$ cat config.mk
export PLATFORM = sky130hd
export DESIGN_NAME = issue_stage
export DESIGN_NICKNAME = d
export VERILOG_FILES = /design/src/issue_pkg.sv /design/src/instr_decoder.sv /design/src/issue_slot.sv /design/src/dispatch_unit.sv /design/src/issue_stage.sv
export VERILOG_INCLUDE_DIRS = /design/src
export SDC_FILE = /design/constraint.sdc
export NUM_CORES = 1
export LEC_CHECK = 0
export ABC_AREA = 1
export BUFFER_PORTS_ARGS = -buffer_cell sky130_fd_sc_hd__buf_4
export CAP_MARGIN = 0
export CORE_MARGIN = 10
export CORE_UTILIZATION = 25
export CTS_CLUSTER_DIAMETER = 150
export CTS_CLUSTER_SIZE = 30
export DETAILED_ROUTE_END_ITERATION = 6
export PLACE_DENSITY = 0.57
export SLEW_MARGIN = 20
export SYNTH_ARGS = -nofsm -noshare
export SYNTH_HDL_FRONTEND = slang
export SYNTH_SLANG_ARGS = --single-unit
export TNS_END_PERCENT = 50
$ cat constraint.sdc
create_clock -name clk -period 14 [get_ports clk]
set_clock_uncertainty 0.05 [all_clocks]
set_input_delay 1.4 -clock clk [delete_from_list [all_inputs] [get_ports clk]]
set_output_delay 1.4 -clock clk [all_outputs]
set_load 0.005 [all_outputs]
$ cat src/issue_config.svh
`ifndef ISSUE_CONFIG_SVH
`define ISSUE_CONFIG_SVH

// data word width
`define XLEN 32

// reorder buffer entries
`define ROB_DEPTH 8

// rob tag width, tag 0 means value present
`define TAG_W 3

// architectural register index width
`define REG_W 5

`endif

$ cat src/issue_pkg.sv
`include "issue_config.svh"

package issue_pkg;

    // five views of one rv32i instruction word
    typedef struct packed {
        logic [6:0] funct7;
        logic [4:0] rs2;
        logic [4:0] rs1;
        logic [2:0] funct3;
        logic [4:0] rd;
        logic [6:0] opcode;
    } r_fmt_t;

    typedef struct packed {
        logic [11:0] imm;
        logic [4:0]  rs1;
        logic [2:0]  funct3;
        logic [4:0]  rd;
        logic [6:0]  opcode;
    } i_fmt_t;

    typedef struct packed {
        logic [6:0] imm_hi;
        logic [4:0] rs2;
        logic [4:0] rs1;
        logic [2:0] funct3;
        logic [4:0] imm_lo;
        logic [6:0] opcode;
    } s_fmt_t;

    // branch offset bits are scattered
    typedef struct packed {
        logic       imm12;
        logic [5:0] imm10_5;
        logic [4:0] rs2;
        logic [4:0] rs1;
        logic [2:0] funct3;
        logic [3:0] imm4_1;
        logic       imm11;
        logic [6:0] opcode;
    } b_fmt_t;

    typedef struct packed {
        logic [19:0] imm;
        logic [4:0]  rd;
        logic [6:0]  opcode;
    } u_fmt_t;

    typedef union packed {
        r_fmt_t r;
        i_fmt_t i;
        s_fmt_t s;
        b_fmt_t b;
        u_fmt_t u;
    } instr_word_u;

    typedef enum logic [6:0] {
        op_auipc = 7'b0010111,
        op_br    = 7'b1100011,
        op_load  = 7'b0000011,
        op_store = 7'b0100011,
        op_imm   = 7'b0010011,
        op_reg   = 7'b0110011
    } opcode_e;

    // low three bits follow funct3, msb marks sub
    typedef enum logic [3:0] {
        alu_add = 4'b0000,
        alu_sll = 4'b0001,
        alu_xor = 4'b0100,
        alu_or  = 4'b0110,
        alu_and = 4'b0111,
        alu_sub = 4'b1000
    } alu_op_e;

    typedef enum logic [1:0] {
        unit_none,
        unit_alu,
        unit_cmp,
        unit_lsb
    } unit_e;

    typedef struct packed {
        instr_word_u       instr;
        logic [`XLEN-1:0]  pc;
    } iq_entry_t;

    typedef struct packed {
        unit_e             unit;
        alu_op_e           alu_op;
        logic [2:0]        funct3;
        logic [`XLEN-1:0]  imm;
        logic [`XLEN-1:0]  pc;
        logic [`REG_W-1:0] rs1;
        logic [`REG_W-1:0] rs2;
        logic [`REG_W-1:0] rd;
        // vj taken from pc
        logic              vj_pc;
        // vk taken from imm
        logic              vk_imm;
        // rd renamed to the new rob tag
        logic              rd_tag;
    } decoded_op_t;

    typedef struct packed {
        logic [`XLEN-1:0]  vj;
        logic [`TAG_W-1:0] qj;
        logic [`XLEN-1:0]  vk;
        logic [`TAG_W-1:0] qk;
    } regfile_read_t;

    typedef struct packed {
        logic             ready;
        logic [`XLEN-1:0] value;
    } rob_entry_t;

    typedef rob_entry_t [`ROB_DEPTH-1:0] rob_view_t;

    typedef struct packed {
        logic              valid;
        alu_op_e           alu_op;
        logic [`XLEN-1:0]  vj;
        logic [`XLEN-1:0]  vk;
        logic [`TAG_W-1:0] qj;
        logic [`TAG_W-1:0] qk;
        logic [`TAG_W-1:0] tag;
    } alu_issue_t;

    typedef struct packed {
        logic              valid;
        logic [2:0]        funct3;
        logic [`XLEN-1:0]  vj;
        logic [`XLEN-1:0]  vk;
        logic [`TAG_W-1:0] qj;
        logic [`TAG_W-1:0] qk;
        logic [`TAG_W-1:0] tag;
    } cmp_issue_t;

    typedef struct packed {
        logic              valid;
        logic              is_store;
        logic [2:0]        funct3;
        logic [`XLEN-1:0]  vj;
        logic [`XLEN-1:0]  vk;
        logic [`TAG_W-1:0] qj;
        logic [`TAG_W-1:0] qk;
        logic [`XLEN-1:0]  offset;
        logic [`TAG_W-1:0] tag;
    } lsb_issue_t;

endpackage

$ cat src/instr_decoder.sv
`timescale 1ns/100ps
`include "issue_config.svh"

module instr_decoder import issue_pkg::*; (
    input  iq_entry_t   iq_entry_i,
    output decoded_op_t dec_op_o
);

    instr_word_u      iw;
    logic [`XLEN-1:0] i_imm;
    logic [`XLEN-1:0] s_imm;
    logic [`XLEN-1:0] b_imm;
    logic [`XLEN-1:0] u_imm;
    logic             alu_f3_ok;
    logic             ld_f3_ok;
    logic             st_f3_ok;
    logic             br_f3_ok;
    logic             is_sub;

    assign iw = iq_entry_i.instr;

    // sign-extended immediates, one per format view
    assign i_imm = {{(`XLEN-12){iw.i.imm[11]}}, iw.i.imm};
    assign s_imm = {{(`XLEN-12){iw.s.imm_hi[6]}}, iw.s.imm_hi, iw.s.imm_lo};
    assign b_imm = {{(`XLEN-12){iw.b.imm12}}, iw.b.imm11, iw.b.imm10_5, iw.b.imm4_1, 1'b0};
    assign u_imm = {iw.u.imm, 12'h000};

    // kept alu funct3: add/sub, sll, xor, or, and
    always_comb begin
        case (iw.r.funct3)
            3'b000, 3'b001, 3'b100, 3'b110, 3'b111: alu_f3_ok = 1'b1;
            default:                                alu_f3_ok = 1'b0;
        endcase
    end

    // lb lh lw lbu lhu
    assign ld_f3_ok = (iw.r.funct3 != 3'b011) && (iw.r.funct3[2:1] != 2'b11);
    // sb sh sw
    assign st_f3_ok = (iw.r.funct3 <= 3'b010);
    // 010 and 011 are not branches
    assign br_f3_ok = (iw.r.funct3[2:1] != 2'b01);
    // funct7 bit 5 only means sub on the add slot
    assign is_sub   = iw.r.funct7[5] && (iw.r.funct3 == 3'b000);

    always_comb begin
        dec_op_o        = '0;
        dec_op_o.unit   = unit_none;
        dec_op_o.alu_op = alu_add;
        dec_op_o.funct3 = iw.r.funct3;
        dec_op_o.pc     = iq_entry_i.pc;
        dec_op_o.rs1    = iw.r.rs1;
        dec_op_o.rs2    = iw.r.rs2;
        dec_op_o.rd     = iw.r.rd;
        case (opcode_e'(iw.r.opcode))
            op_auipc: begin
                // pc + upper immediate on the alu
                dec_op_o.unit   = unit_alu;
                dec_op_o.imm    = u_imm;
                dec_op_o.vj_pc  = 1'b1;
                dec_op_o.vk_imm = 1'b1;
                dec_op_o.rd_tag = 1'b1;
            end
            op_br: begin
                if (br_f3_ok)
                    dec_op_o.unit = unit_cmp;
                dec_op_o.imm = b_imm;
            end
            op_load: begin
                if (ld_f3_ok)
                    dec_op_o.unit = unit_lsb;
                dec_op_o.imm    = i_imm;
                dec_op_o.rd_tag = 1'b1;
            end
            op_store: begin
                // rd field holds offset bits here
                if (st_f3_ok)
                    dec_op_o.unit = unit_lsb;
                dec_op_o.imm = s_imm;
            end
            op_imm: begin
                if (alu_f3_ok)
                    dec_op_o.unit = unit_alu;
                dec_op_o.alu_op = alu_op_e'({1'b0, iw.i.funct3});
                dec_op_o.imm    = i_imm;
                dec_op_o.vk_imm = 1'b1;
                dec_op_o.rd_tag = 1'b1;
            end
            op_reg: begin
                if (alu_f3_ok)
                    dec_op_o.unit = unit_alu;
                dec_op_o.alu_op = alu_op_e'({is_sub, iw.r.funct3});
                dec_op_o.rd_tag = 1'b1;
            end
            default: ;
        endcase
        // result to x0 is thrown away, nothing to issue
        if (dec_op_o.rd_tag && dec_op_o.rd == '0)
            dec_op_o.unit = unit_none;
        if (dec_op_o.unit == unit_none)
            dec_op_o.rd_tag = 1'b0;
    end

endmodule

$ cat src/issue_slot.sv
`timescale 1ns/100ps

module issue_slot import issue_pkg::*; (
    input  logic        clk,
    input  logic        rst,
    input  logic        iq_valid_i,
    input  decoded_op_t dec_op_i,
    input  logic        issue_now_i,
    output logic        iq_read_o,
    output logic        slot_valid_o,
    output decoded_op_t slot_op_o
);

    // take a new entry when empty or when the held one leaves this cycle
    assign iq_read_o = iq_valid_i && (!slot_valid_o || issue_now_i);

    always_ff @(posedge clk) begin
        if (rst) begin
            slot_valid_o <= 1'b0;
        end else if (iq_read_o) begin
            slot_valid_o <= 1'b1;
        end else if (issue_now_i) begin
            // issued with nothing behind it
            slot_valid_o <= 1'b0;
        end
    end

    // held stable through stalls
    always_ff @(posedge clk) begin
        if (iq_read_o) begin
            slot_op_o <= dec_op_i;
        end
    end

endmodule

$ cat src/dispatch_unit.sv
`timescale 1ns/100ps
`include "issue_config.svh"

module dispatch_unit import issue_pkg::*; (
    input  logic              clk,
    input  logic              rst,
    input  logic              slot_valid_i,
    input  decoded_op_t       slot_op_i,
    input  regfile_read_t     regfile_i,
    input  rob_view_t         rob_i,
    input  logic [`TAG_W-1:0] rob_free_tag_i,
    input  logic              alu_full_i,
    input  logic              cmp_full_i,
    input  logic              lsb_full_i,
    output logic              issue_now_o,
    output logic [`REG_W-1:0] rs1_o,
    output logic [`REG_W-1:0] rs2_o,
    output logic [`REG_W-1:0] rd_o,
    output logic              load_tag_o,
    output logic [`TAG_W-1:0] tag_o,
    output logic              rob_write_o,
    output logic [`REG_W-1:0] rob_dest_o,
    output alu_issue_t        alu_o,
    output cmp_issue_t        cmp_o,
    output lsb_issue_t        lsb_o
);

    logic              hit_j;
    logic              hit_k;
    logic [`XLEN-1:0]  vj;
    logic [`XLEN-1:0]  vk;
    logic [`TAG_W-1:0] qj;
    logic [`TAG_W-1:0] qk;
    logic              unit_full;
    logic              to_unit;
    logic              send;
    logic              is_store;

    // pending tag whose rob entry already finished
    function automatic logic rob_hit(input logic [`TAG_W-1:0] q, input rob_view_t rob);
        return (q != '0) && rob[q].ready;
    endfunction

    // register file is read with the held instruction
    assign rs1_o = slot_op_i.rs1;
    assign rs2_o = slot_op_i.rs2;

    assign hit_j = rob_hit(regfile_i.qj, rob_i);
    assign hit_k = rob_hit(regfile_i.qk, rob_i);

    // rob bypass, then pc / immediate override
    always_comb begin
        vj = hit_j ? rob_i[regfile_i.qj].value : regfile_i.vj;
        qj = hit_j ? '0 : regfile_i.qj;
        vk = hit_k ? rob_i[regfile_i.qk].value : regfile_i.vk;
        qk = hit_k ? '0 : regfile_i.qk;
        if (slot_op_i.vj_pc) begin
            vj = slot_op_i.pc;
            qj = '0;
        end
        if (slot_op_i.vk_imm) begin
            vk = slot_op_i.imm;
            qk = '0;
        end
    end

    always_comb begin
        case (slot_op_i.unit)
            unit_alu: unit_full = alu_full_i;
            unit_cmp: unit_full = cmp_full_i;
            unit_lsb: unit_full = lsb_full_i;
            default:  unit_full = 1'b0;
        endcase
    end

    // single issue decision, shared by the station and tag paths
    assign to_unit     = (slot_op_i.unit != unit_none);
    assign issue_now_o = slot_valid_i && (!to_unit || (rob_free_tag_i != '0 && !unit_full));
    assign send        = issue_now_o && to_unit;

    // rename rd in the register file at this edge
    assign load_tag_o = send && slot_op_i.rd_tag;
    assign rd_o       = slot_op_i.rd;
    assign tag_o      = rob_free_tag_i;

    // the only lsb op without a destination
    assign is_store = (slot_op_i.unit == unit_lsb) && !slot_op_i.rd_tag;

    always_ff @(posedge clk) begin
        if (rst) begin
            alu_o.valid <= 1'b0;
            cmp_o.valid <= 1'b0;
            lsb_o.valid <= 1'b0;
            rob_write_o <= 1'b0;
        end else begin
            alu_o.valid <= send && (slot_op_i.unit == unit_alu);
            cmp_o.valid <= send && (slot_op_i.unit == unit_cmp);
            lsb_o.valid <= send && (slot_op_i.unit == unit_lsb);
            rob_write_o <= send;
            // payload is shared, valid picks the station
            if (send) begin
                alu_o.alu_op   <= slot_op_i.alu_op;
                alu_o.vj       <= vj;
                alu_o.vk       <= vk;
                alu_o.qj       <= qj;
                alu_o.qk       <= qk;
                alu_o.tag      <= rob_free_tag_i;
                cmp_o.funct3   <= slot_op_i.funct3;
                cmp_o.vj       <= vj;
                cmp_o.vk       <= vk;
                cmp_o.qj       <= qj;
                cmp_o.qk       <= qk;
                cmp_o.tag      <= rob_free_tag_i;
                lsb_o.is_store <= is_store;
                lsb_o.funct3   <= slot_op_i.funct3;
                lsb_o.vj       <= vj;
                // load has no data operand, rs2 bits are offset
                lsb_o.vk       <= is_store ? vk : '0;
                lsb_o.qk       <= is_store ? qk : '0;
                lsb_o.qj       <= qj;
                lsb_o.offset   <= slot_op_i.imm;
                lsb_o.tag      <= rob_free_tag_i;
                // stores and branches write no register
                rob_dest_o     <= slot_op_i.rd_tag ? slot_op_i.rd : '0;
            end
        end
    end

endmodule

$ cat src/issue_stage.sv
`timescale 1ns/100ps
`include "issue_config.svh"

module issue_stage import issue_pkg::*; (
    input  logic              clk,
    input  logic              rst,
    // instruction queue
    input  logic              iq_valid_i,
    input  iq_entry_t         iq_entry_i,
    output logic              iq_read_o,
    // register file
    output logic [`REG_W-1:0] rs1_o,
    output logic [`REG_W-1:0] rs2_o,
    input  regfile_read_t     regfile_i,
    output logic              load_tag_o,
    output logic [`REG_W-1:0] rd_o,
    output logic [`TAG_W-1:0] tag_o,
    // reorder buffer
    input  logic [`TAG_W-1:0] rob_free_tag_i,
    input  rob_view_t         rob_i,
    output logic              rob_write_o,
    output logic [`REG_W-1:0] rob_dest_o,
    // stations
    input  logic              alu_full_i,
    input  logic              cmp_full_i,
    input  logic              lsb_full_i,
    output alu_issue_t        alu_o,
    output cmp_issue_t        cmp_o,
    output lsb_issue_t        lsb_o
);

    decoded_op_t dec_op;
    decoded_op_t slot_op;
    logic        slot_valid;
    logic        issue_now;

    instr_decoder i_decoder (
        .iq_entry_i (iq_entry_i),
        .dec_op_o   (dec_op)
    );

    // one held instruction between decode and issue
    issue_slot i_slot (
        .clk          (clk),
        .rst          (rst),
        .iq_valid_i   (iq_valid_i),
        .dec_op_i     (dec_op),
        .issue_now_i  (issue_now),
        .iq_read_o    (iq_read_o),
        .slot_valid_o (slot_valid),
        .slot_op_o    (slot_op)
    );

    dispatch_unit i_dispatch (
        .clk            (clk),
        .rst            (rst),
        .slot_valid_i   (slot_valid),
        .slot_op_i      (slot_op),
        .regfile_i      (regfile_i),
        .rob_i          (rob_i),
        .rob_free_tag_i (rob_free_tag_i),
        .alu_full_i     (alu_full_i),
        .cmp_full_i     (cmp_full_i),
        .lsb_full_i     (lsb_full_i),
        .issue_now_o    (issue_now),
        .rs1_o          (rs1_o),
        .rs2_o          (rs2_o),
        .rd_o           (rd_o),
        .load_tag_o     (load_tag_o),
        .tag_o          (tag_o),
        .rob_write_o    (rob_write_o),
        .rob_dest_o     (rob_dest_o),
        .alu_o          (alu_o),
        .cmp_o          (cmp_o),
        .lsb_o          (lsb_o)
    );

endmodule

[Word level (Yosys, flattened, before mapping)]
Index checks and enable logic that the tools add are counted.
Storage, ports and cells
  register bits after elaboration: 249
  input port bits: 407
  output and inout port bits: 291
Operators by class
  $lt $le $gt $ge: 3
  eq/ne operators: 16
  mux-type cells: 25
  bitwise logic cells: 1
  reduce and logical (&&, ||, !) cells: 35
Operator list (number)
  binary-select mux 33 bit (select 3 bit): 2
  2-to-1 mux 32 bit: 4
  one-hot mux 32 bit (4 select lines): 1
  2-to-1 mux 33 bit: 2
  == test 7 x 5 -> 1 bit, second input constant: 2
  == test 7 x 6 -> 1 bit, second input constant: 2
  logical AND 1 bit: 14
  one-hot mux 2 bit (5 select lines): 1
  == test 3 bit, second input constant: 3
  nonzero test 3 bit: 3
  less-than comparator 3 x 4 -> 1 bit, second input constant: 2
  2-to-1 mux 2 bit: 4
  one-hot mux 4 bit (2 select lines): 1
  OR reduction 2 bit: 4
  == test 7 x 2 -> 1 bit, second input constant: 1
  == test 7 bit, second input constant: 1
  2-to-1 mux 1 bit: 7
  2-to-1 mux 3 bit: 2
  zero test 5 bit: 1
  OR reduction 5 bit: 1
  == test 2 bit, second input constant: 2
  zero test 1 bit: 4
  nonzero test 2 bit: 2
  OR reduction 4 bit: 1
  12 further kinds: 13

[Longest topological paths before layout]
Gate-level depths: netlist of the first run.
  word-level depth: 9
  depth in mapped cells: 13

[Cells and area by module]
A second synthesis of the first run with hierarchy kept.
Second synthesis, totals
  cell total of the unflattened synthesis: 2437
  area total of the unflattened synthesis: 17384.2 um^2
By module, submodules not included
  dispatch_unit: instances 1, cells an instance 2165, area each 13561.8 um^2, seq. area each 4674.5 um^2
  issue_slot: instances 1, cells an instance 97, area each 2780.2 um^2, seq. area each 2752.6 um^2
  instr_decoder: instances 1, cells an instance 175, area each 1042.2 um^2, seq. area each 0.0 um^2

[Worst setup path after synthesis of the first run]
Ideal clock, no wire load.
  path kind: in2reg
  start: input lsb_full_i
  end: register i_dispatch.alu_o[10] (netlist name)
  library setup time: 668 ps
  data arrival time: 8151 ps
  data required time: 13282 ps
  path slack: 5131 ps
  cell stages on the path: 5
  buffers on the path: 0
  cell sequence: nand3_1 nand2_1 nor3_1 nand2_1 nor2_1
On the way
  cells in the longest elaborated chain, start to end: 7
Ends and longest elaborated chain
  start: declaration: RTL line issue_stage.sv:26  | input logic lsb_full_i,
  one-hot mux 1 bit (3 select lines): RTL line dispatch_unit.sv:68  | case (slot_op_i.unit)
  zero test 1 bit: RTL line dispatch_unit.sv:78  | assign issue_now_o = slot_valid_i && (!to_unit || (rob_free_tag_i != '0 && !unit_full));
  logical AND 1 bit: RTL line dispatch_unit.sv:78
  logical OR 1 bit: RTL line dispatch_unit.sv:78
  logical AND 1 bit: RTL line dispatch_unit.sv:78
  logical AND 1 bit: RTL line dispatch_unit.sv:79  | assign send = issue_now_o && to_unit;
  AND reduction 2 bit (no line)
Every way passes these cells.
A chain may end at the register's enable or synchronous reset.

[Final worst setup path of the first run]
  start: input alu_full_i
  end: output iq_read_o
On the way
  cells in the longest elaborated chain, start to end: 7
Ends and longest elaborated chain
  start: declaration: RTL line issue_stage.sv:24  | input logic alu_full_i,
  one-hot mux 1 bit (3 select lines): RTL line dispatch_unit.sv:68
  zero test 1 bit: RTL line dispatch_unit.sv:78
  logical AND 1 bit: RTL line dispatch_unit.sv:78
  logical OR 1 bit: RTL line dispatch_unit.sv:78
  logical AND 1 bit: RTL line dispatch_unit.sv:78
  logical OR 1 bit: RTL line issue_slot.sv:15  | assign iq_read_o = iq_valid_i && (!slot_valid_o || issue_now_i);
  logical AND 1 bit: RTL line issue_slot.sv:15
  end: declaration: RTL line issue_stage.sv:10  | output logic iq_read_o,
Every way passes these cells.

==> metrics.yaml, run 1 <==
p_leak_nw: 11.4
syn_inst: 2375
clock_latency_ns: 0.52
grt_max_degree: 119
clockBufferDepth: 3
die_x_um: 283
finalCriticalPeriod_ns: 4.29
synthArstFlopShare_pct: 0
crit_type: "in2out"
routed_via_density: 4.52
fin_nets: 3243
power.switching_mw: 0.542
cts_setup_buffers: 0
start_util_pct: 25.2
io_buffer_count: 696
route.detailed.drc: 0
cts_made_buffers: 12
min_delay_path_depth: 0
yosysMostFrequentCell: "nand2_1"
path_cells: "buf_4 -> inv_1 -> nor2_1 -> o31ai_1 -> and2_4 -> buf_4"
min_path_type: "reg2reg"
drt-wirelength-per-cell_um: 22.3
fp.dieArea_um2: 80000
track_usage_pct: 19.6
r2r_cells: 7
cp_max_fo: 44
synth.distinct_cells: 38
clk_pin_slew_ns: 0.12
hold_buffers: 0
layout.cells.non_filler: 3727
endpoint_kind: "output pin"
pin_count: 698
drtAntennaViolNets: 0
dieHeight_um: 283
path_buf_inv: 3
yosys_warnings: 0
startpoint_type: "primary input"
cts-resized-gates: 0
internal-power_mw: 1.20
syn2layout_area_growth_pct: 29.1
regToRegStartpoint: "i_slot.slot_op_o[89]"
dp_hpwl_um: 65200
min_from: "i_slot.slot_op_o[85]"
pwr-share-clk_pct: 24.8
gp_congestion: 0.837
p_comb_share_pct: 25.8
tns_ns: 0
r2r_end: "i_dispatch.lsb_o[74]"
max_slew_margin_pct: 26.2
maxCapViolCount: 0
grt_pass1_vias: 16600
switching_share_pct: 31.1
syn_avg_cell_area_um2: 7.27
grt_setup_unrepaired: "no"
setup_viol: 0
tightest_slew_ns: 1.11
syn_nets: 2782
cts_tree: "yes"
yosysTopAreaCellShare_pct: 42.4
p_per_area_nw_per_um2: 78.3
yosys_register_bits: 249
dr.pass1.iters: 6
yosys_most_used_dff: "edfxtp_1"
r2r_slack_ns: 10.85
cp_data_required_time_ns: 12.55
peakVddDrop_mv: 0.110
design_area_um2: 22300
path_delay_family: "simple AND/OR/NAND/NOR gates"
layout-drive-gt1-share_pct: 29.6
seq_power_share_pct: 49.4
fp-row-count: 96
htreeDepth: 1
grt_remaining_overflow: 0
dpl-instance-area_um2: 21900
clock_sinks: 249
status: "completed"
worst_slack_ns: 9.71
antenna_found_initial: 9
ys_top_cells_by_area: "edfxtp_1, nand2_1, inv_1, buf_4, nand3_1"
pre_cts_slack_ns: 9.42
slew_viol_final: 0
vias: 16800
arrival_ns: 2.84
max_freq_mhz: 233
hold_viol: 0
grt_pass1_wl_um: 115000
min_period_over_period_pct: 30.6
initialDrtViolationCount: 1273
core_area_um2: 68500
synth_edf_count: 244
total_power_mw: 1.75
syn_area_um2: 17300
wl_um: 83300
worst_path_most_repeated_cell: "buf_4"
min_to: "i_dispatch.alu_o[73]"
yosysSeqAreaShare_pct: 43.0
synth_top_area_cell: "edfxtp_1"
cts-root-buf: "clkbuf_16"
dp_cells: 3704
crit_path_max_incr_delay_ns: 0.68
slowest_stage: "and2_4"
synth_commonest_cells: "nand2_1, inv_1, edfxtp_1, nand3_1, buf_4"
## cell type report
cell class,count,area [um2]
repair buffers,712,5350
flip-flops and latches,249,7430
diodes,4,10.0
fillers,7396,46200
clock buffers,17,340
well taps,882,1100
clock inverters,2,23.8
inverters,396,1500
multi-input cells,1465,6540
## power groups by stage
stage | clock (mW) | sequential [mW] | combinational [mW]
after detailed placement | 0 | 0.880 | 0.460
final | 0.433 | 0.863 | 0.450
after CTS | 0.454 | 0.863 | 0.462
after global routing | 0.474 | 0.866 | 0.503
after global placement | 0 | 0.880 | 0.456
after floorplan | 0 | 0.879 | 0.250
## flip-flops by register name, summed over array words and instances, names as in the netlist
signal                  cells
i_dispatch.lsb_o          104
i_slot.slot_op_o           91
i_dispatch.alu_o           37
i_dispatch.cmp_o           10
i_dispatch.rob_dest_o       5
i_dispatch.rob_write_o      1
i_slot.slot_valid_o         1
## layer usage
metal  vias up  GRT usage (%)  part of all wire (%)
met5         -              0                 0.065
met4         8           6.60                   3.5
met3       111           4.10                   7.5
met2       707           35.9                    51
met1      7829           22.3                    38
li1       8193              -                     -
## placed cells by master (no fill, tap or decap), types with 10 or more instances in the layout
| master | count |
|---|---|
| nand2_2 | 44 |
| a21oi_1 | 130 |
| clkbuf_16 | 13 |
| nand3_1 | 149 |
| edfxtp_1 | 244 |
| nor2_2 | 26 |
| nand2_1 | 780 |
| nand3_2 | 26 |
| buf_4 | 711 |
| o21ai_0 | 106 |
| o21ai_1 | 74 |
| inv_1 | 385 |
| nor2_1 | 98 |
| nor3_1 | 10 |
## how the worst max path moves through the flow
| stage | start | endpoint | slack, ns | cells after the start |
|---|---|---|---|---|
| 3_5_place_dp | regfile_i[1] | i_dispatch.lsb_o[41] | 9.42 | 12 |
| 6_report | alu_full_i | iq_read_o | 9.71 | 6 |
| 2_1_floorplan | lsb_full_i | i_dispatch.alu_o[10] | 5.13 | 5 |
| 3_3_place_gp | regfile_i[1] | i_dispatch.lsb_o[41] | 9.48 | 12 |
| 4_1_cts | alu_full_i | iq_read_o | 9.65 | 6 |
| 5_1_grt | lsb_full_i | iq_read_o | 9.57 | 6 |
## cells by family (layout without fill, tap and decap cells)
kind of cell | after synthesis | after routing | synth area share (%)
other | 0 | 4 | 0
buffers and inverters | 661 | 1127 | 19.2
and+or+nand+nor | 1148 | 1148 | 28.5
AOI/OAI and AO/OA | 317 | 317 | 9.31
DFF | 249 | 249 | 43.0
## worst register-to-register path: cells and delay by family, from the launching register on
| family | cells | cell delay, ns |
|---|---|---|
| flops | 1 | 0.50 |
| buf+inv | 2 | 1.44 |
| simple gates | 5 | 0.72 |
## metrics by stage
stage	util [%]	hold slack, ns
after CTS	32.5	0.389
after global routing	32.6	0.402
after detailed placement	32.0	0.360
after floorplan	-	0.350
after global placement	32.0	0.351
final	32.6	0.386
Note: power is estimated with default switching activity, not from simulation.
==> inputs of run 2 (changes only) <==
--- a/config.mk
+++ b/config.mk
@@ -14,7 +14,7 @@
 export CTS_CLUSTER_DIAMETER = 150
 export CTS_CLUSTER_SIZE = 30
 export DETAILED_ROUTE_END_ITERATION = 6
-export PLACE_DENSITY = 0.57
+export PLACE_DENSITY = 0.59
 export SLEW_MARGIN = 20
 export SYNTH_ARGS = -nofsm -noshare
 export SYNTH_HDL_FRONTEND = slang
==> constraint.sdc (replaced) <==
create_clock -name clk -period 3.9 [get_ports clk]
set_clock_uncertainty 0.05 [all_clocks]
set_input_delay 0.39 -clock clk [delete_from_list [all_inputs] [get_ports clk]]
set_output_delay 0.39 -clock clk [all_outputs]
set_load 0.005 [all_outputs]
==> run 2 against run 1 <==
Register-to-register slack lost 9.4 ns. Utilization grew 0.82 points. Combinational power grew to 3.7 times the previous value. Non-clock buffer count grew 55. Setup slack lost 8.7 ns. Total power grew to 3.6 times the previous value. Hold slack lost 0.36 ns. Final cell count grew 1.5%. Global-route usage grew 0.41 points. Critical path type is now reg2out. Critical endpoint unchanged. Largest power group unchanged.
==> metrics.yaml, run 2 (synthesis gave the netlist of run 1 again) <==
status: "completed"  # unchanged
dpl-instance-area_um2: 22000  # was 21,900 um2
power.switching_mw: 1.98  # was 0.542 mW
max_freq_mhz: 341
min_path_type: "in2reg"  # was reg2reg
slowest_stage: "and2_4"  # unchanged
peakVddDrop_mv: 0.226  # was 0.110 mV
routed_via_density: 4.52  # about the same
grt_max_degree: 83  # was 119
core_area_um2: 68500  # unchanged
cts-root-buf: "clkbuf_16"  # unchanged
seq_power_share_pct: 48.9  # was 49.4%
finalCriticalPeriod_ns: 2.93
route.detailed.drc: 0  # unchanged
initialDrtViolationCount: 1303  # was 1,273
grt_pass1_vias: 17000  # was 16,600
htreeDepth: 1  # unchanged
grt_pass1_wl_um: 118000  # was 115,000 um
grt_remaining_overflow: 0  # unchanged
clock_latency_ns: 0.55  # was 0.52 ns
drt-wirelength-per-cell_um: 22.3  # about the same
p_per_area_nw_per_um2: 278  # was 78.3 nW/um2
cp_max_fo: 41  # was 44
layout-drive-gt1-share_pct: 29.5  # was 29.6%
vias: 17100  # was 16,800
mostFrequentLayoutCells: "nand2_1, buf_4, inv_1"  # unchanged
endpoint_kind: "output pin"  # unchanged
final_core_util_pct: 33.4  # was 32.6%
fp-row-count: 96  # unchanged
top_register: "i_dispatch.lsb_o"  # unchanged
crit_type: "reg2out"  # was in2out
hold_buffers: 43  # was 0
pwr-share-clk_pct: 24.8  # about the same
path_delay_family: "simple AND/OR/NAND/NOR gates"  # unchanged
cp_data_required_time_ns: 3.46  # was 12.55 ns
final_common_cell: "nand2_1"  # unchanged
design_area_um2: 22900  # was 22,300 um2
p_leak_nw: 11.7  # was 11.4 nW
switching_share_pct: 31.2  # was 31.1%
largest_reg_flops: 104  # unchanged
path_cells: "nand2_1 -> nor2_1 -> o31ai_1 -> and2_4 -> buf_4"  # was buf_4 -> inv_1 -> nor2_1 -> o31ai_1 -> and2_4 -> buf_4
crit_path_max_incr_delay_ns: 0.71  # was 0.68 ns
max_slew_margin_pct: 36.0  # was 26.2%
pin_count: 698  # unchanged
layout.cells.non_filler: 3782  # was 3,727
syn2layout_area_growth_pct: 32.4  # was 29.1%
maxCapViolCount: 0  # unchanged
antenna_found_initial: 11  # was 9
fin_hold_ws_ns: 0.0301  # was 0.386 ns
gp_congestion: 0.881  # was 0.837
grt_setup_unrepaired: "no"  # unchanged
reg_top3: "i_dispatch.lsb_o x104, i_slot.slot_op_o x91, i_dispatch.alu_o x37"  # unchanged
clk_pin_slew_ns: 0.12  # about the same
dp_hpwl_um: 65700  # was 65,200 um
slew_viol_final: 0  # unchanged
drtAntennaViolNets: 0  # unchanged
start_util_pct: 25.2  # unchanged
p_comb_share_pct: 26.4  # was 25.8%
fp.dieArea_um2: 80000  # unchanged
cts-resized-gates: 0  # unchanged
arrival_ns: 2.49  # was 2.84 ns
cts_tree: "yes"  # unchanged
dp_cells: 3716  # was 3,704
setup_viol: 0  # unchanged
dr.pass1.iters: 5  # was 6
tns_ns: 0  # unchanged
cts_setup_buffers: 0  # unchanged
die_x_um: 283  # unchanged
clockBufferDepth: 3  # unchanged
path_buf_inv: 1  # was 3
tightest_slew_ns: 0.960  # was 1.11 ns
min_period_over_period_pct: 75.1
r2r_slack_ns: 1.41  # was 10.85 ns
dieHeight_um: 283  # unchanged
clock_sinks: 249  # unchanged
startpoint_type: "flop"  # was primary input
track_usage_pct: 20.0  # was 19.6%
cts_made_buffers: 12  # unchanged
io_buffer_count: 696  # unchanged
internal-power_mw: 4.36  # was 1.20 mW
hold_viol: 0  # unchanged
wl_um: 84400  # was 83,300 um
fin_nets: 3298  # was 3,243
-- run 2: power groups by stage --
stage,Combinational [mW],Clock (mW),Sequential (mW)
after global routing,1.86,1.72,3.11
after global placement,1.65,0,3.16
after CTS,1.71,1.64,3.10
after floorplan,0.896,0,3.15
after detailed placement,1.67,0,3.16
final,1.67,1.57,3.10
-- run 2: final timing paths --
path,start,to,cells after the start
max,i_slot.slot_op_o[89],iq_read_o,5
min,iq_entry_i[39],i_slot.slot_op_o[3],1
min reg2reg,i_slot.slot_op_o[84],i_dispatch.lsb_o[107],0
max reg2reg,i_slot.slot_op_o[1],i_dispatch.alu_o[17],6
-- run 2: metrics by stage --
step	power (mW)	setup slack [ns]
final	6.34	0.971
after global routing	6.69	0.746
after floorplan	4.05	0.224
after CTS	6.45	0.913
after global placement	4.81	0.997
after detailed placement	4.83	0.979
-- run 2: metal layers --
metal  global-route usage, %  vias to the layer above  wire [um]
li1                        -                     8311          -
met1                    22.5                     7958      31500
met2                    36.5                      707      42900
met3                    4.86                      103       6970
met4                    6.68                       16       2890
met5                       0                        -         97
-- run 2: worst reg2reg max path: cells and delay by family (launching register included) --
| family | cells | cell delay (ns) |
|---|---|---|
| buffers and inverters | 4 | 1.25 |
| DFF | 1 | 0.72 |
| and+or+nand+nor | 2 | 0.24 |
-- run 2: cell type report --
type,instances,area [um2]
multi-input combinational,1465,6540
antenna,3,7.51
fill,7397,45600
sequential,249,7430
clock inverter,3,25.0
inverter,396,1500
clock buffer,17,340
timing repair buffer,767,5910
tap,882,1100
==> inputs of run 3 (changes only) <==
--- a/config.mk
+++ b/config.mk
@@ -14,7 +14,7 @@
 export CTS_CLUSTER_DIAMETER = 150
 export CTS_CLUSTER_SIZE = 30
 export DETAILED_ROUTE_END_ITERATION = 6
-export PLACE_DENSITY = 0.59
+export PLACE_DENSITY = 0.57
 export SLEW_MARGIN = 20
 export SYNTH_ARGS = -nofsm -noshare
 export SYNTH_HDL_FRONTEND = slang
==> constraint.sdc (replaced) <==
create_clock -name clk -period 3.05 [get_ports clk]
set_clock_uncertainty 0.05 [all_clocks]
set_input_delay 0.305 -clock clk [delete_from_list [all_inputs] [get_ports clk]]
set_output_delay 0.305 -clock clk [all_outputs]
set_load 0.005 [all_outputs]
==> run 3 against run 2 <==
Die area stayed put. Clock power is 28% higher. Final cell count increased by 0.77%. Clock-buffer cell count unchanged. Non-clock buffer count rose by 27. Sequential share of layout area is 0.49 points lower. First-iteration DRC count decreased by 8.7%. Utilization is 0.51 points higher. Flip-flop and latch count did not move. Total power up 29%. Critical path depth is the same. Critical path type unchanged. Critical endpoint unchanged. Largest cell class unchanged. Highest routed layer unchanged.
==> metrics.yaml, run 3 (synthesis gave the netlist of run 1 again) <==
die_x_um: 283  # unchanged
clockBufferDepth: 3  # unchanged
initialDrtViolationCount: 1189  # was 1,303
cts_made_buffers: 12  # unchanged
hold_viol: 0  # unchanged
dp_hpwl_um: 67900  # was 65,700 um
slew_viol_final: 0  # unchanged
reg_top3: "i_dispatch.lsb_o x104, i_slot.slot_op_o x91, i_dispatch.alu_o x37"  # unchanged
slowest_stage: "edfxtp_1"  # was and2_4
crit_path_max_incr_delay_ns: 0.49  # was 0.71 ns
r2r_end: "i_dispatch.lsb_o[37]"  # was i_dispatch.alu_o[17]
setup_viol: 0  # unchanged
multiInputGateArea_um2: 6540  # unchanged
cp_data_required_time_ns: 2.69  # was 3.46 ns
core_area_um2: 68500  # unchanged
final_common_cell: "nand2_1"  # unchanged
layout.cells.non_filler: 3811  # was 3,782
vias: 17200  # was 17,100
path_cells: "nand2_1 -> nor2_1 -> o31ai_1 -> and2_4 -> buf_4"  # unchanged
cts_setup_buffers: 0  # unchanged
min_from: "iq_entry_i[61]"  # was iq_entry_i[39]
seq_power_share_pct: 48.6  # was 48.9%
largest_reg_flops: 104  # unchanged
grt_pass1_wl_um: 118000  # about the same
crit_path_start: "i_slot.slot_op_o[89]"  # unchanged
dr.pass1.iters: 5  # unchanged
routed_via_density: 4.52  # about the same
max_freq_mhz: 395
cp_max_fo: 20  # was 41
min_period_over_period_pct: 83.1
arrival_ns: 2.18  # was 2.49 ns
dieHeight_um: 283  # unchanged
track_usage_pct: 20.1  # was 20.0%
grt_setup_unrepaired: "no"  # unchanged
wl_um: 85000  # was 84,400 um
cts-root-buf: "clkbuf_16"  # unchanged
syn2layout_area_growth_pct: 34.4  # was 32.4%
drt-wirelength-per-cell_um: 22.3  # about the same
tightest_slew_ns: 0.680  # was 0.960 ns
fp-row-count: 96  # unchanged
htreeDepth: 1  # unchanged
peakVddDrop_mv: 0.301  # was 0.226 mV
path_delay_family: "simple AND/OR/NAND/NOR gates"  # unchanged
switching_share_pct: 31.2  # about the same
mostFrequentLayoutCells: "nand2_1, buf_4, inv_1"  # unchanged
p_per_area_nw_per_um2: 352  # was 278 nW/um2
cts_tree: "yes"  # unchanged
r2r_slack_ns: 0.74  # was 1.41 ns
pin_count: 698  # unchanged
startpoint_type: "flop"  # unchanged
p_leak_nw: 11.8  # was 11.7 nW
p_comb_share_pct: 26.7  # was 26.4%
fp.dieArea_um2: 80000  # unchanged
internal-power_mw: 5.61  # was 4.36 mW
start_util_pct: 25.2  # unchanged
drtAntennaViolNets: 0  # unchanged
dp_cells: 3731  # was 3,716
cp_num_cells: 5  # unchanged
register_area_um2: 7430  # unchanged
regToRegStartpoint: "i_slot.slot_op_o[89]"  # was i_slot.slot_op_o[1]
endpoint: "iq_read_o"  # unchanged
grt_remaining_overflow: 0  # unchanged
top_register: "i_dispatch.lsb_o"  # unchanged
clk_pin_slew_ns: 0.12  # about the same
min_delay_path_depth: 3  # was 1
gp_congestion: 0.870  # was 0.881
status: "completed"  # unchanged
crit_type: "reg2out"  # unchanged
grt_pass1_vias: 17100  # was 17,000
fin_nets: 3325  # was 3,298
layout-drive-gt1-share_pct: 29.8  # was 29.5%
total_power_mw: 8.16  # was 6.34 mW
endpoint_kind: "output pin"  # unchanged
route.detailed.drc: 0  # unchanged
pwr-share-clk_pct: 24.7  # was 24.8%
max_slew_margin_pct: 54.2  # was 36.0%
nFillCells: 7350  # was 7,397
clock_sinks: 249  # unchanged
finalCriticalPeriod_ns: 2.53
dpl-instance-area_um2: 22300  # was 22,000 um2
clock_latency_ns: 0.55  # about the same
design_area_um2: 23200  # was 22,900 um2
maxCapViolCount: 0  # unchanged
grt_max_degree: 111  # was 83
min_path_type: "in2reg"  # unchanged
power.switching_mw: 2.55  # was 1.98 mW
r2r_cells: 6  # unchanged
path_buf_inv: 1  # unchanged
io_buffer_count: 696  # unchanged
antenna_found_initial: 13  # was 11
## run 3: how the worst min path moves through the flow
stage,endpoint,slack [ns]
detailed placement,i_dispatch.lsb_o[107],0.36
floorplan,i_slot.slot_valid_o,0.32
finish,i_slot.slot_op_o[59],0.05
global route,i_slot.slot_op_o[61],0.05
CTS,i_slot.slot_op_o[59],0.02
global placement,i_dispatch.alu_o[73],0.35
## run 3: metrics by stage
step	setup TNS (ns)	hold WS [ns]	setup slack (ns)	utilization (%)
2_1_floorplan	-140.84	0.324	-0.626	-
3_3_place_gp	0	0.352	0.582	32.5
3_5_place_dp	0	0.356	0.523	32.5
4_1_cts	0	0.0204	0.503	33.9
5_1_grt	0	0.0458	0.358	33.9
6_report	0	0.0466	0.515	33.9
## run 3: repair_timing
action	in CTS	in global routing
hold buffers	55	0
gates resized for setup	0	0
endpoints found under the hold margin	62	0
## run 3: layer usage
| layer | vias to the layer above | part of all wire (%) | routed length (um) | GRT usage, % |
|---|---|---|---|---|
| met5 | - | 0.087 | 74 | 0 |
| met3 | 95 | 8.4 | 7110 | 4.55 |
| met4 | 12 | 2.8 | 2350 | 5.78 |
| met1 | 8044 | 37 | 31600 | 22.9 |
| met2 | 704 | 52 | 43800 | 36.8 |
| li1 | 8355 | - | - | - |
## run 3: area by class of cell
cell class,count,share of cell area [%]
Antenna cell,5,0.0539
Clock buffer,17,1.47
Clock inverter,3,0.108
Inverter,396,6.46
Multi-Input combinational cell,1465,28.2
Sequential cell,249,32.0
Tap cell,882,4.76
Timing Repair Buffer,794,26.9
## run 3: power groups by stage
stage                     Combinational [mW]  Clock [mW]  Sequential [mW]
after detailed placement                2.15           0             4.04
after CTS                               2.22        2.10             3.97
after global placement                  2.13           0             4.04
after global routing                    2.42        2.20             3.98
after floorplan                         1.15           0             4.03
final                                   2.18        2.01             3.96
## run 3: worst min-delay path, delay by kind of cell
kind	cells	cell delay (ns)
buf+inv	2	0.12
simple gates	1	0.09
